--- config.mk ---
export PLATFORM = sky130hd
export DESIGN_NAME = stageWb
export DESIGN_NICKNAME = d
export VERILOG_FILES = /design/src/verilog/instrPkg.sv /design/src/verilog/memPkg.sv /design/src/verilog/loadExtend.sv /design/src/verilog/stageWb.sv
export SDC_FILE = /design/constraint.sdc
export NUM_CORES = 1
export LEC_CHECK = 0
export CORE_ASPECT_RATIO = 1.1
export CORE_MARGIN = 2
export CORE_UTILIZATION = 66
export CTS_CLUSTER_SIZE = 28
export DETAILED_ROUTE_END_ITERATION = 10
export DONT_BUFFER_PORTS = 1
export GPL_ROUTABILITY_DRIVEN = 1
export PLACE_DENSITY = 0.8
export SETUP_SLACK_MARGIN = 0.3
export SLEW_MARGIN = 25
export SYNTH_ARGS = -nofsm -noshare
export SYNTH_HDL_FRONTEND = slang
export SYNTH_HIERARCHICAL = 1
export SYNTH_SLANG_ARGS = --single-unit
--- constraint.sdc ---
create_clock -name clk -period 4.52 [get_ports clk]
set_input_delay 0.904 -clock clk [delete_from_list [all_inputs] [get_ports clk]]
set_output_delay 0.904 -clock clk [all_outputs]
set_load 0.005 [all_outputs]
--- src/verilog/instrPkg.sv ---
// Instruction codes and classes seen by the memory and writeback stages.
// Every stage imports this package to decode the operation it carries.

package instrPkg;

    // ~~~~~~~~~~~~~~~~~~~~
    // instruction codes
    // ~~~~~~~~~~~~~~~~~~~~
    localparam int INSTR_W = 4;

    localparam logic [INSTR_W-1:0] LW  = 4'd0;
    localparam logic [INSTR_W-1:0] LH  = 4'd1;
    localparam logic [INSTR_W-1:0] LHU = 4'd2;
    localparam logic [INSTR_W-1:0] LB  = 4'd3;
    localparam logic [INSTR_W-1:0] LBU = 4'd4;
    localparam logic [INSTR_W-1:0] SW  = 4'd5;
    localparam logic [INSTR_W-1:0] SH  = 4'd6;
    localparam logic [INSTR_W-1:0] SB  = 4'd7;
    localparam logic [INSTR_W-1:0] ALU = 4'd8;  // any register-writing arithmetic op
    localparam logic [INSTR_W-1:0] NOP = 4'd9;

    // ~~~~~~~~~~~~~~~~~~~~
    // functional classes
    // ~~~~~~~~~~~~~~~~~~~~
    localparam int IFUNC_W = 2;

    localparam logic [IFUNC_W-1:0] I_NONE  = 2'd0;  // bubble
    localparam logic [IFUNC_W-1:0] I_ALU   = 2'd1;
    localparam logic [IFUNC_W-1:0] I_MEM_R = 2'd2;  // load
    localparam logic [IFUNC_W-1:0] I_MEM_W = 2'd3;  // store

    // register index width
    localparam int REG_ADDR_W = 5;

endpackage

--- src/verilog/memPkg.sv ---
// Data word layout and access-unit decoding for loads and stores.
// The memory stage and the load extender both decode units through unitOf.

package memPkg;

    import instrPkg::*;

    localparam int WORD_W = 32;

    // access unit of a load or store
    localparam int UNIT_W = 2;
    localparam logic [UNIT_W-1:0] UNIT_WORD = 2'd0;
    localparam logic [UNIT_W-1:0] UNIT_HALF = 2'd1;
    localparam logic [UNIT_W-1:0] UNIT_BYTE = 2'd2;

    // one memory word, seen whole, as halfwords or as byte lanes
    typedef union packed {
        logic [WORD_W-1:0] word;
        logic [1:0][15:0]  half;  // half[1] is the upper halfword
        logic [3:0][7:0]   lane;  // lane[0] is the lowest byte
    } memWord_u;

    function automatic logic [UNIT_W-1:0] unitOf(input logic [INSTR_W-1:0] code);
        case (code)
            LW, SW:       unitOf = UNIT_WORD;
            LH, LHU, SH:  unitOf = UNIT_HALF;
            LB, LBU, SB:  unitOf = UNIT_BYTE;
            default:      unitOf = UNIT_WORD;  // non-memory ops
        endcase
    endfunction

endpackage

--- src/verilog/loadExtend.sv ---
// Load data extension for the writeback stage. Picks the byte or halfword
// named by the offset out of the loaded word and sign- or zero-extends it.
// Word loads pass through unchanged.

`timescale 1ns/1ps

module loadExtend (
    input  logic [memPkg::WORD_W-1:0]    memWord,
    input  logic [1:0]                   offset,
    input  logic [instrPkg::INSTR_W-1:0] instr,
    output logic [memPkg::WORD_W-1:0]    extWord
);

    import instrPkg::*;
    import memPkg::*;

    memWord_u          loaded;
    logic [UNIT_W-1:0] unit;
    logic [15:0]       halfSel;
    logic [7:0]        byteSel;
    logic              signExt;

    assign loaded  = memWord;
    assign unit    = unitOf(instr);
    assign signExt = (instr == LH) || (instr == LB);  // LHU and LBU zero-extend

    // ~~~~~~~~~~~~~~~~~~~~
    // part selection
    // ~~~~~~~~~~~~~~~~~~~~
    assign halfSel = loaded.half[offset[1]];  // bit 0 is zero for halfwords
    assign byteSel = loaded.lane[offset];

    // ~~~~~~~~~~~~~~~~~~~~
    // extension
    // ~~~~~~~~~~~~~~~~~~~~
    always_comb
    begin
        case (unit)
            UNIT_HALF:
            begin
                extWord = {{16{signExt & halfSel[15]}}, halfSel};
            end
            UNIT_BYTE:
            begin
                extWord = {{24{signExt & byteSel[7]}}, byteSel};
            end
            default:
            begin
                extWord = loaded.word;  // LW
            end
        endcase
    end

endmodule

--- src/verilog/stageWb.sv ---
// Writeback stage. Holds the MEM/WB pipeline register, chooses between
// the extended load word and the ALU result, and drives the register
// file write port one cycle after capture.

`timescale 1ns/1ps

module stageWb (
    input  logic                            clk,
    input  logic                            reset,
    input  logic [instrPkg::INSTR_W-1:0]    instr,
    input  logic [instrPkg::IFUNC_W-1:0]    ifunc,
    input  logic [memPkg::WORD_W-1:0]       memWord,
    input  logic [1:0]                      offset,
    input  logic [memPkg::WORD_W-1:0]       aluResult,
    input  logic [instrPkg::REG_ADDR_W-1:0] destReg,
    input  logic                            writeDisable,
    output logic [instrPkg::REG_ADDR_W-1:0] regWriteAddr,
    output logic [memPkg::WORD_W-1:0]       regWriteData,
    output logic                            regWriteEnable
);

    import instrPkg::*;
    import memPkg::*;

    // ~~~~~~~~~~~~~~~~~~~~
    // MEM/WB register
    // ~~~~~~~~~~~~~~~~~~~~
    logic [IFUNC_W-1:0]    ifuncWb;
    logic                  writeDisableWb;
    logic [INSTR_W-1:0]    instrWb;
    logic [1:0]            offsetWb;
    logic [WORD_W-1:0]     memWordWb;
    logic [WORD_W-1:0]     aluResultWb;
    logic [REG_ADDR_W-1:0] destRegWb;
    logic [WORD_W-1:0]     extWord;

    always_ff @(posedge clk)
    begin
        if (reset)
        begin
            ifuncWb        <= I_NONE;  // bubble
            writeDisableWb <= 1'b1;
        end
        else
        begin
            ifuncWb        <= ifunc;
            writeDisableWb <= writeDisable;
        end
    end

    // payload, only meaningful alongside ifuncWb
    always_ff @(posedge clk)
    begin
        instrWb     <= instr;
        offsetWb    <= offset;
        memWordWb   <= memWord;
        aluResultWb <= aluResult;
        destRegWb   <= destReg;
    end

    loadExtend loadExtend_inst (
        .memWord(memWordWb),
        .offset (offsetWb),
        .instr  (instrWb),
        .extWord(extWord)
    );

    assign regWriteAddr   = destRegWb;
    assign regWriteData   = (ifuncWb == I_MEM_R) ? extWord : aluResultWb;
    assign regWriteEnable = ((ifuncWb == I_ALU) || (ifuncWb == I_MEM_R))
                            && !writeDisableWb
                            && (destRegWb != '0);  // r0 never written

endmodule

==> results.json <==
{
  "run_status": "complete, no violations",
  "grt_first_pass_wirelength_mm": 7.69,
  "fillerInstances": 297,
  "rows": 25,
  "place_congestion": 0.862,
  "drt_iter0_drc": 73,
  "yosysSeqAreaShare_pct": 53.4,
  "synth-async-reset-ratio_pct": 0,
  "max_freq_mhz": 260,
  "boundaryPins": 118,
  "antenna_cells": 0,
  "slew-limit-headroom_pct": 32.2,
  "worst_hold_path_type": "in2reg",
  "maxCapViolations": 0,
  "postRouteWirelength_mm": 5.26,
  "synth_top_area_share_pct": 53.4,
  "synthesis.nets": 340,
  "yosys_most_used_dff": "dfxtp_1",
  "ctsRootBufferMaster": "clkbuf_8",
  "cts-hold-fix-buffers": 0,
  "postCtsResizedCells": 0,
  "drc": 0,
  "postCtsSetupBuffers": 0,
  "dieArea_mm2": 0.00498,
  "dp_cells": 296,
  "finalSetupViolCount": 0,
  "path_clk_slew_ns": 0.08,
  "rsz0062_at_grt": "no",
  "synth_edf_count": 0,
  "cp_max_fo": 36,
  "hold_viol": 0,
  "crit_required_ns": 3.62,
  "synthCells": 254,
  "period_share_pct": 85.2,
  "synth_cell_types": 30,
  "layout-drive-gt1-share_pct": 21.5,
  "vias_per_cell": 5.69,
  "grt_max_degree": 37,
  "ys_warn_count": 6,
  "synth_seq_cells": 78,
  "met2_usage_pct": 35.8,
  "avgSynthCellArea_um2": 11.5,
  "cp.arrival_ns": 2.95,
  "vias": 1764,
  "synth_top_area_cell": "dfxtp_1",
  "ant_nets": 0,
  "busiest_layer": "met2",
  "crit_path_start": "instrWb[0]$_DFF_P_",
  "power_density_mw_per_mm2": 446,
  "yosys-top-cells-area": "dfxtp_1 53%, mux2_4 15%, nand2_1 7.2%",
  "fp.dieW_um": 67.5,
  "cts_tree": "built",
  "netlist_area_mm2": 0.00292,
  "io_buffers": 0,
  "tns_ns": 0,
  "core_mm2": 0.00429,
  "start_util_pct": 68.2,
  "h-tree-depth": 3,
  "final-max-slew-violation-count": 0,
  "p_leak_uw": 0.00140,
  "area_growth_pct": 4.58,
  "grt-ovfl-total": 0,
  "final.min_clock_period_ns": 3.85,
  "grt_pass1_vias": 1720,
  "grtUsageMet3_pct": 9.49,
  "end_kind": "output pin",
  "antenna_found_initial": 0,
  "endpoint": "regWriteData[9]",
  "worstSetupStartpointType": "register",
  "nets": 339,
  "hpwl_mm": 3.95,
  "cts_sinks": 78,
  "wl_per_cell_um": 17.0,
  "die_y_um": 73.8,
  "ir_drop_v": 0.000317,
  "drtPass1Iterations": 4,
  "met1_usage_pct": 22.4,
  "numCtsBuffers": 9,
  "setup.worst_path.class": "reg2out",
  "layoutNonFillerInstCount": 310,
  "tightest_slew_ns": 1.02,
  "grt_usage_pct": 21.7,
  "clk_path_buf_depth": 2
}
-- area by class of cell --
type / instances / area, um2 / share of cell area, %
sequential: 78 / 1560 / 51.1
multi-input combinational: 155 / 1210 / 39.6
clock buffer: 9 / 124 / 4.05
tap: 54 / 67.6 / 2.21
clock inverter: 5 / 52.6 / 1.72
inverter: 7 / 26.3 / 0.860
timing repair buffer: 2 / 15.0 / 0.491
-- state kept, by name, indices dropped and copies added, names as in the netlist --
| name | count |
|---|---|
| aluResultWb | 32 |
| ifuncWb | 2 |
| instrWb | 4 |
| memWordWb | 32 |
| offsetWb | 2 |
| regWriteAddr | 5 |
| writeDisableWb | 1 |
-- worst max-delay path, stage by stage, from the launching register on --
cell and delay [ns]:
dfxtp_1 0.36, inv_1 0.06, ha_1 0.28, mux2i_1 0.06, or2_2 0.28, ha_1 0.29
buf_4 0.32, nor2b_1 0.20, nand2_1 0.11, nand2_1 0.06, a221o_1 0.31, mux2_4 0.27
-- per-layer routing --
layer / up-vias / routed length [um]
met3: 13 / 466
met5: - / 0
met4: 0 / 134
met1: 791 / 2030
met2: 101 / 2630
li1: 859 / -
-- through the flow --
| step | setup slack [ns] | hold WS, ns | utilization, % | power (uW) | cell area (um2) |
|---|---|---|---|---|---|
| finish | 0.668 | 0.580 | 71.3 | 1360 | 3060 |
| CTS | 0.670 | 0.566 | 71.3 | 1370 | 3060 |
| global route | 0.508 | 0.564 | 71.3 | 1410 | 3060 |
| detailed placement | 1.06 | 0.932 | 67.2 | 908 | 2880 |
| floorplan | 1.23 | 0.932 | - | 887 | 2920 |
| global placement | 1.09 | 0.932 | 67.2 | 905 | 2880 |
-- layout by cell type (no fill, tap or decap), drive strengths merged, types with 2 or more instances in the layout --
cell and count:
o2bb2ai 7, mux2i 2, ha 6, o21ai 3, or2 2, nand2 56, clkinv 3, mux2 33
a221o 7, inv 7, buf 2, a21oi 8, clkbuf 9, nor2b 6, dfxtp 78, a31oi 7
nor2 2, nand2b 7, a21o 2
-- cells by family after synthesis --
group	Yosys count	share of synthesized area [%]
DFF	78	53.4
and+or+nand+nor	76	11.3
AOI/OAI and AO/OA	37	9.46
muxes	36	18.0
buffers and inverters	21	5.27
adders and majority gates	6	2.57
-- worst min-delay path by stage --
stage	start	to	slack, ns	cells past startpoint
final	aluResult[26]	aluResultWb[26]$_DFF_P_	0.58	0
after global routing	aluResult[26]	aluResultWb[26]$_DFF_P_	0.56	0
after CTS	memWord[25]	memWordWb[25]$_DFF_P_	0.57	0
after detailed placement	aluResult[15]	aluResultWb[15]$_DFF_P_	0.93	0
after global placement	instr[3]	instrWb[3]$_DFF_P_	0.93	0
after floorplan	aluResult[0]	aluResultWb[0]$_DFF_P_	0.93	0
-- where the power goes --
part | internal [uW] | leakage [uW] | total [uW] | switching, uW
logic | 76.3 | 0.000656 | 149 | 73.1
registers | 725 | 0.000658 | 743 | 18.0
clock network | 246 | 0.0000907 | 470 | 224
total | 1050 | 0.00140 | 1360 | 315
-- Yosys cell counts, drive strengths merged, types with 3 or more instances --
cell type  instances
o2bb2ai            7
a31oi              7
clkbuf             7
dfxtp             78
nand2             56
nand2b             7
a21oi              8
a221o              7
nor2b              6
buf                7
ha                 6
mux2              33
inv                7
o21ai              3
Note: power is estimated with default switching activity, not from simulation.
