$ cat config.mk
export PLATFORM = sky130hd
export DESIGN_NAME = regFile
export DESIGN_NICKNAME = d
export VERILOG_FILES = /design/src/verilog/instrPkg.sv /design/src/verilog/memPkg.sv /design/src/verilog/regFile.sv
export SDC_FILE = /design/constraint.sdc
export NUM_CORES = 2
export LEC_CHECK = 0
export BUFFER_PORTS_ARGS = -buffer_cell sky130_fd_sc_hd__buf_4
export CAP_MARGIN = 30
export CORE_MARGIN = 2
export CORE_UTILIZATION = 40
export CTS_BUF_LIST = sky130_fd_sc_hd__clkbuf_4 sky130_fd_sc_hd__clkbuf_8 sky130_fd_sc_hd__clkbuf_16
export DETAILED_ROUTE_END_ITERATION = 7
export PLACE_DENSITY = 0.53
export SYNTH_ARGS = -nofsm -noshare
export SYNTH_HDL_FRONTEND = slang
export SYNTH_SLANG_ARGS = --single-unit
$ cat constraint.sdc
create_clock -name clk -period 3.1 [get_ports clk]
set_input_delay 0.465 -clock clk [delete_from_list [all_inputs] [get_ports clk]]
set_output_delay 0.465 -clock clk [all_outputs]
set_load 0.03 [all_outputs]
$ cat src/verilog/instrPkg.sv
// Instruction codes and classes seen by the memory and writeback stages.
// Every stage imports this package to decode the operation it carries.

package instrPkg;

    // ~~~~~~~~~~~~~~~~~~~~
    // instruction codes
    // ~~~~~~~~~~~~~~~~~~~~
    localparam int INSTR_W = 4;

    localparam logic [INSTR_W-1:0] LW  = 4'd0;
    localparam logic [INSTR_W-1:0] LH  = 4'd1;
    localparam logic [INSTR_W-1:0] LHU = 4'd2;
    localparam logic [INSTR_W-1:0] LB  = 4'd3;
    localparam logic [INSTR_W-1:0] LBU = 4'd4;
    localparam logic [INSTR_W-1:0] SW  = 4'd5;
    localparam logic [INSTR_W-1:0] SH  = 4'd6;
    localparam logic [INSTR_W-1:0] SB  = 4'd7;
    localparam logic [INSTR_W-1:0] ALU = 4'd8;  // any register-writing arithmetic op
    localparam logic [INSTR_W-1:0] NOP = 4'd9;

    // ~~~~~~~~~~~~~~~~~~~~
    // functional classes
    // ~~~~~~~~~~~~~~~~~~~~
    localparam int IFUNC_W = 2;

    localparam logic [IFUNC_W-1:0] I_NONE  = 2'd0;  // bubble
    localparam logic [IFUNC_W-1:0] I_ALU   = 2'd1;
    localparam logic [IFUNC_W-1:0] I_MEM_R = 2'd2;  // load
    localparam logic [IFUNC_W-1:0] I_MEM_W = 2'd3;  // store

    // register index width
    localparam int REG_ADDR_W = 5;

endpackage

$ cat src/verilog/memPkg.sv
// Data word layout and access-unit decoding for loads and stores.
// The memory stage and the load extender both decode units through unitOf.

package memPkg;

    import instrPkg::*;

    localparam int WORD_W = 32;

    // access unit of a load or store
    localparam int UNIT_W = 2;
    localparam logic [UNIT_W-1:0] UNIT_WORD = 2'd0;
    localparam logic [UNIT_W-1:0] UNIT_HALF = 2'd1;
    localparam logic [UNIT_W-1:0] UNIT_BYTE = 2'd2;

    // one memory word, seen whole, as halfwords or as byte lanes
    typedef union packed {
        logic [WORD_W-1:0] word;
        logic [1:0][15:0]  half;  // half[1] is the upper halfword
        logic [3:0][7:0]   lane;  // lane[0] is the lowest byte
    } memWord_u;

    function automatic logic [UNIT_W-1:0] unitOf(input logic [INSTR_W-1:0] code);
        case (code)
            LW, SW:       unitOf = UNIT_WORD;
            LH, LHU, SH:  unitOf = UNIT_HALF;
            LB, LBU, SB:  unitOf = UNIT_BYTE;
            default:      unitOf = UNIT_WORD;  // non-memory ops
        endcase
    endfunction

endpackage

$ cat src/verilog/regFile.sv
// General register file with one write port and two read ports.
// Writes happen at the clock edge; reads are combinational and do not
// forward a write from the same cycle. Register 0 always reads zero.

`timescale 1ns/1ps

module regFile #(
    parameter int NUM_REGS = 32
) (
    input  logic                            clk,
    input  logic                            reset,
    input  logic                            writeEnable,
    input  logic [instrPkg::REG_ADDR_W-1:0] writeAddr,
    input  logic [memPkg::WORD_W-1:0]       writeData,
    input  logic [instrPkg::REG_ADDR_W-1:0] readAddrA,
    input  logic [instrPkg::REG_ADDR_W-1:0] readAddrB,
    output logic [memPkg::WORD_W-1:0]       readDataA,
    output logic [memPkg::WORD_W-1:0]       readDataB
);

    import memPkg::*;

    logic [WORD_W-1:0] regs [NUM_REGS];

    // ~~~~~~~~~~~~~~~~~~~~
    // write port
    // ~~~~~~~~~~~~~~~~~~~~
    always_ff @(posedge clk)
    begin
        if (reset)
        begin
            for (int r = 0; r < NUM_REGS; r++)
            begin
                regs[r] <= '0;
            end
        end
        else if (writeEnable)
        begin
            regs[writeAddr] <= writeData;
        end
    end

    // ~~~~~~~~~~~~~~~~~~~~
    // read ports
    // ~~~~~~~~~~~~~~~~~~~~
    // out-of-range indices read as zero too
    assign readDataA = ((readAddrA == '0) || (int'(readAddrA) >= NUM_REGS)) ?
                       '0 : regs[readAddrA];
    assign readDataB = ((readAddrB == '0) || (int'(readAddrB) >= NUM_REGS)) ?
                       '0 : regs[readAddrB];

    // the writeback stage must never aim past the array
    writeInRange: assert property (
        @(posedge clk) disable iff (reset)
        writeEnable |-> (int'(writeAddr) < NUM_REGS)
    ) else $error("register write to index %0d beyond %0d registers",
                  writeAddr, NUM_REGS);

endmodule

==> impl_table.tex <==
\begin{tabular}{lr}
\hline
Metric & Value \\
\hline
\multicolumn{2}{l}{\textbf{Power}} \\
\quad Highest ir drop seen on vdd & 0.4738 mV \\
\quad Cell Pwr Density & 542.3 mW/mm\^{}2 \\
\quad Cell leakage power & 23.12 nW \\
\quad Total power draw & 35.84 mW \\
\multicolumn{2}{l}{\textbf{Final layout}} \\
\quad Share of the core filled with cells & 48.84\% \\
\quad Final standard cell count with taps included and fillers excluded & 5693 \\
\quad Layout cell share with drive strength beyond 1 & 37.20\% \\
\quad Count of fill cells added during filler insertion & 11280 \\
\quad Max FFs per register & 1024 \\
\quad Net total in the final layout & 3859 \\
\quad Area overhead of the layout relative to synthesis & 21.38\% \\
\quad Registers with the most flip-flops & regs: 1024 flops \\
\quad Non-Filler Cell Area, Final & 0.06608 mm\^{}2 \\
\quad Register bank with the most flops & regs \\
\multicolumn{2}{l}{\textbf{Status}} \\
\quad Result of the run & finished, violations left \\
\quad Failing checks & setup timing \\
\multicolumn{2}{l}{\textbf{Placement}} \\
\quad Count of port buffers added during placement & 113 \\
\quad Dpl cell area & 0.06003 mm\^{}2 \\
\quad Instance count after placement with tap cells included & 5445 \\
\quad Final HPWL DP & 126900 um \\
\quad Placer congestion estimate & 0.8861 \\
\multicolumn{2}{l}{\textbf{Critical path}} \\
\quad Endpoint class of the critical path & output port \\
\quad Largest driver fanout on the critical path & 2 \\
\quad Crit path DAT & 2.78 ns \\
\quad Kind of launch point of the worst setup path & flip-flop \\
\quad Endpoint required time on the critical path & 2.63 ns \\
\quad Critical path class & flip-flop to output port \\
\multicolumn{2}{l}{\textbf{STA}} \\
\quad Portion of the clock cycle consumed by the worst path in the final layout & 104.6\% \\
\quad Count of final max-slew check failures & 0 \\
\quad Tightest Pin Transition & 0.7806 ns \\
\quad Number of endpoints with negative hold slack in the final report & 0 \\
\quad Achievable Freq & 308.5 MHz \\
\quad Fin worst setup slack & -0.1415 ns \\
\quad Final period demand of the worst path & 3.242 ns \\
\quad Number of setup violations in the final report & 19 \\
\quad Setup repair after global routing missed its margin & true \\
\quad Worst max-slew margin expressed relative to the limit & 47.96\% \\
\multicolumn{2}{l}{\textbf{Synthesis}} \\
\quad Synth Net Count & 3605 \\
\quad Share of async-settable or async-resettable flops after synthesis & 0\% \\
\quad Count of flip-flops with a built-in enable after synthesis & 1024 \\
\quad Netlist cell types & 44 \\
\quad Post-synthesis instance area & 0.05444 mm\^{}2 \\
\quad Number of flip-flops and latches in the synthesized netlist & 1024 \\
\quad Most common flop cell mapped by yosys & edfxtp\_1 \\
\quad Number of warnings printed during yosys synthesis & 0 \\
\quad Synth Area per Inst & 15.31 um\^{}2 \\
\quad Seq/Total Area, Yosys & 56.48\% \\
\quad Number of standard cells after synthesis & 3555 \\
\multicolumn{2}{l}{\textbf{Route}} \\
\quad Routed Antenna Nets & 0 \\
\quad First-pass iteration count of the detailed router & 5 \\
\quad Initial drt markers & 4521 \\
\quad Final wirelength & 198600 um \\
\quad Wire length per cell after detailed routing & 34.88 um \\
\quad Drt drc & 0 \\
\quad Via count of the routed design & 35517 \\
\quad Average vias per placed instance & 6.239 \\
\multicolumn{2}{l}{\textbf{Floorplan}} \\
\quad Horizontal die dimension & 372.9 um \\
\quad Y dimension of the die & 372.9 um \\
\quad Die Outline Area & 0.1391 mm\^{}2 \\
\quad Total number of placement rows & 135 \\
\quad I/O Pins & 114 \\
\quad Core footprint & 0.1353 mm\^{}2 \\
\quad Effective utilization at floorplan & 40.24\% \\
\multicolumn{2}{l}{\textbf{GRT}} \\
\quad Maximum number of pins on one net before global-route repair & 47 \\
\quad Global-route usage over all layers & 28.30\% \\
\quad Via count of the first global-routing pass & 36758 \\
\quad Remaining Overflow, GRT & 0 \\
\quad Number of antenna violations at the first check in global routing & 17 \\
\quad Global-route wire length before repair & 278700 um \\
\multicolumn{2}{l}{\textbf{Clocking}} \\
\quad Hold-fix buffer count after cts & 0 \\
\quad Clock H-tree levels & 3 \\
\quad Sink Count & 1024 \\
\quad CTS buffer count & 115 \\
\quad Clock slew at reported path FFs & 0.06 ns \\
\quad TritonCTS clock tree & yes \\
\quad Buffer cell driving the clock tree root & clkbuf\_16 \\
\quad Clock buffer depth & 3 \\
\multicolumn{2}{l}{\textbf{Hold path}} \\
\quad Classification of the worst-slack hold path & input pin to flip-flop \\
\multicolumn{2}{l}{\textbf{Run}} \\
\quad Max-cap violations & 0 \\
\hline
\end{tabular}
[placed cells by master, fill, tap and decap left out, types with 31 or more instances in the layout]
| master | instances |
|---|---|
| edfxtp_1 | 1024 |
| and2_1 | 1026 |
| buf_12 | 94 |
| or2_2 | 34 |
| buf_6 | 37 |
| clkbuf_16 | 119 |
| o22ai_1 | 76 |
| mux4_2 | 464 |
| buf_4 | 389 |
| a2111oi_4 | 46 |
| mux2_2 | 31 |
| mux2i_1 | 161 |
[metal layers]
layer | global-route usage, % | routed length (um) | vias to the layer above
met5 | 0 | 95 | -
li1 | - | - | 14297
met2 | 44.03 | 91420 | 1993
met3 | 5.696 | 17660 | 407
met1 | 39.59 | 81660 | 18804
met4 | 9.879 | 7732 | 16
[critical path: stages (launching register included)]
cell and delay, ns:
edfxtp_1 0.41, mux4_2 0.51, mux4_2 0.57, o22ai_2 0.16, nor3_1 0.07, buf_4 0.19
buf_6 0.14
[path summary, 6_finish.rpt]
check             cells after the start                       start                         end  slack [ns]
setup / recovery                      6  regs[24][10]$_SDFFCE_PN0P_               readDataA[10]       -0.14
hold / removal                        2               writeData[17]  regs[26][17]$_SDFFCE_PN0P_        0.27
[Yosys cell counts (2+ instances only)]
| cell | instances | area share, % |
|---|---|---|
| clkbuf_1 | 272 | 1.9 |
| a2111oi_0 | 59 | 0.95 |
| buf_4 | 45 | 0.62 |
| buf_1 | 19 | 0.13 |
| a22o_1 | 51 | 0.82 |
| inv_1 | 3 | 0.021 |
| o22ai_1 | 103 | 1.2 |
| a32o_1 | 4 | 0.074 |
| nor3_1 | 54 | 0.50 |
| nand2b_1 | 6 | 0.069 |
| or3b_2 | 2 | 0.032 |
| a211oi_1 | 6 | 0.083 |
| a21oi_1 | 10 | 0.092 |
| nor2_1 | 39 | 0.27 |
| mux2i_1 | 161 | 3.0 |
| or3_1 | 2 | 0.023 |
| nor2b_1 | 17 | 0.20 |
| buf_6 | 10 | 0.21 |
| nand3_1 | 5 | 0.046 |
| mux4_2 | 464 | 19 |
| a221oi_1 | 4 | 0.064 |
| a22oi_1 | 18 | 0.25 |
| a2111oi_1 | 2 | 0.037 |
| buf_8 | 3 | 0.083 |
| or2_2 | 34 | 0.39 |
| buf_2 | 40 | 0.37 |
| nand2_1 | 11 | 0.076 |
| mux2_2 | 34 | 0.70 |
| o221ai_1 | 5 | 0.080 |
| nor4_1 | 4 | 0.046 |
| a31oi_1 | 2 | 0.023 |
| and2_1 | 1027 | 12 |
| edfxtp_1 | 1024 | 56 |
| nand3b_1 | 5 | 0.069 |
[logic make-up after synthesis]
family / share of synthesized area, %
simple gates: 13.65
buf+inv: 3.319
mux: 22.86
flops: 56.48
compound gates: 3.687
[area by class of cell]
type	count	area, um^2	share of cell area (%)
well taps	1781	2228	3.372
clock inverters	67	666.9	1.009
repair buffers	527	5319	8.050
clock buffers	144	3166	4.791
inverters	3	11.26	0.01704
multi-input cells	2138	23910	36.19
diodes	9	22.52	0.03408
flip-flops and latches	1024	30750	46.54
[through the flow]
step / setup slack [ns] / hold WS, ns / setup TNS (ns)
floorplan: -0.01720 / 0.6632 / -0.01720
global placement: -0.9070 / 1.005 / -8.205
detailed placement: -0.5052 / 1.012 / -7.118
CTS: -0.1824 / 0.2253 / -2.587
global route: -0.2021 / 0.2481 / -2.922
finish: -0.1415 / 0.2680 / -1.159
[report_power, final]
part / switching (mW) / internal (mW) / leakage, nW / total, mW
logic: 2.97 / 2.38 / 11.5 / 5.34
registers: 0.420 / 16.0 / 9.74 / 16.4
clock network: 5.82 / 8.26 / 1.89 / 14.1
[what timing repair did]
action | CTS | global route
setup endpoints to repair | 64 | 58
gates resized for setup | 307 | 42
setup buffers | 29 | 18
pin swaps | 71 | 44
(Power assumes the default switching activity.)
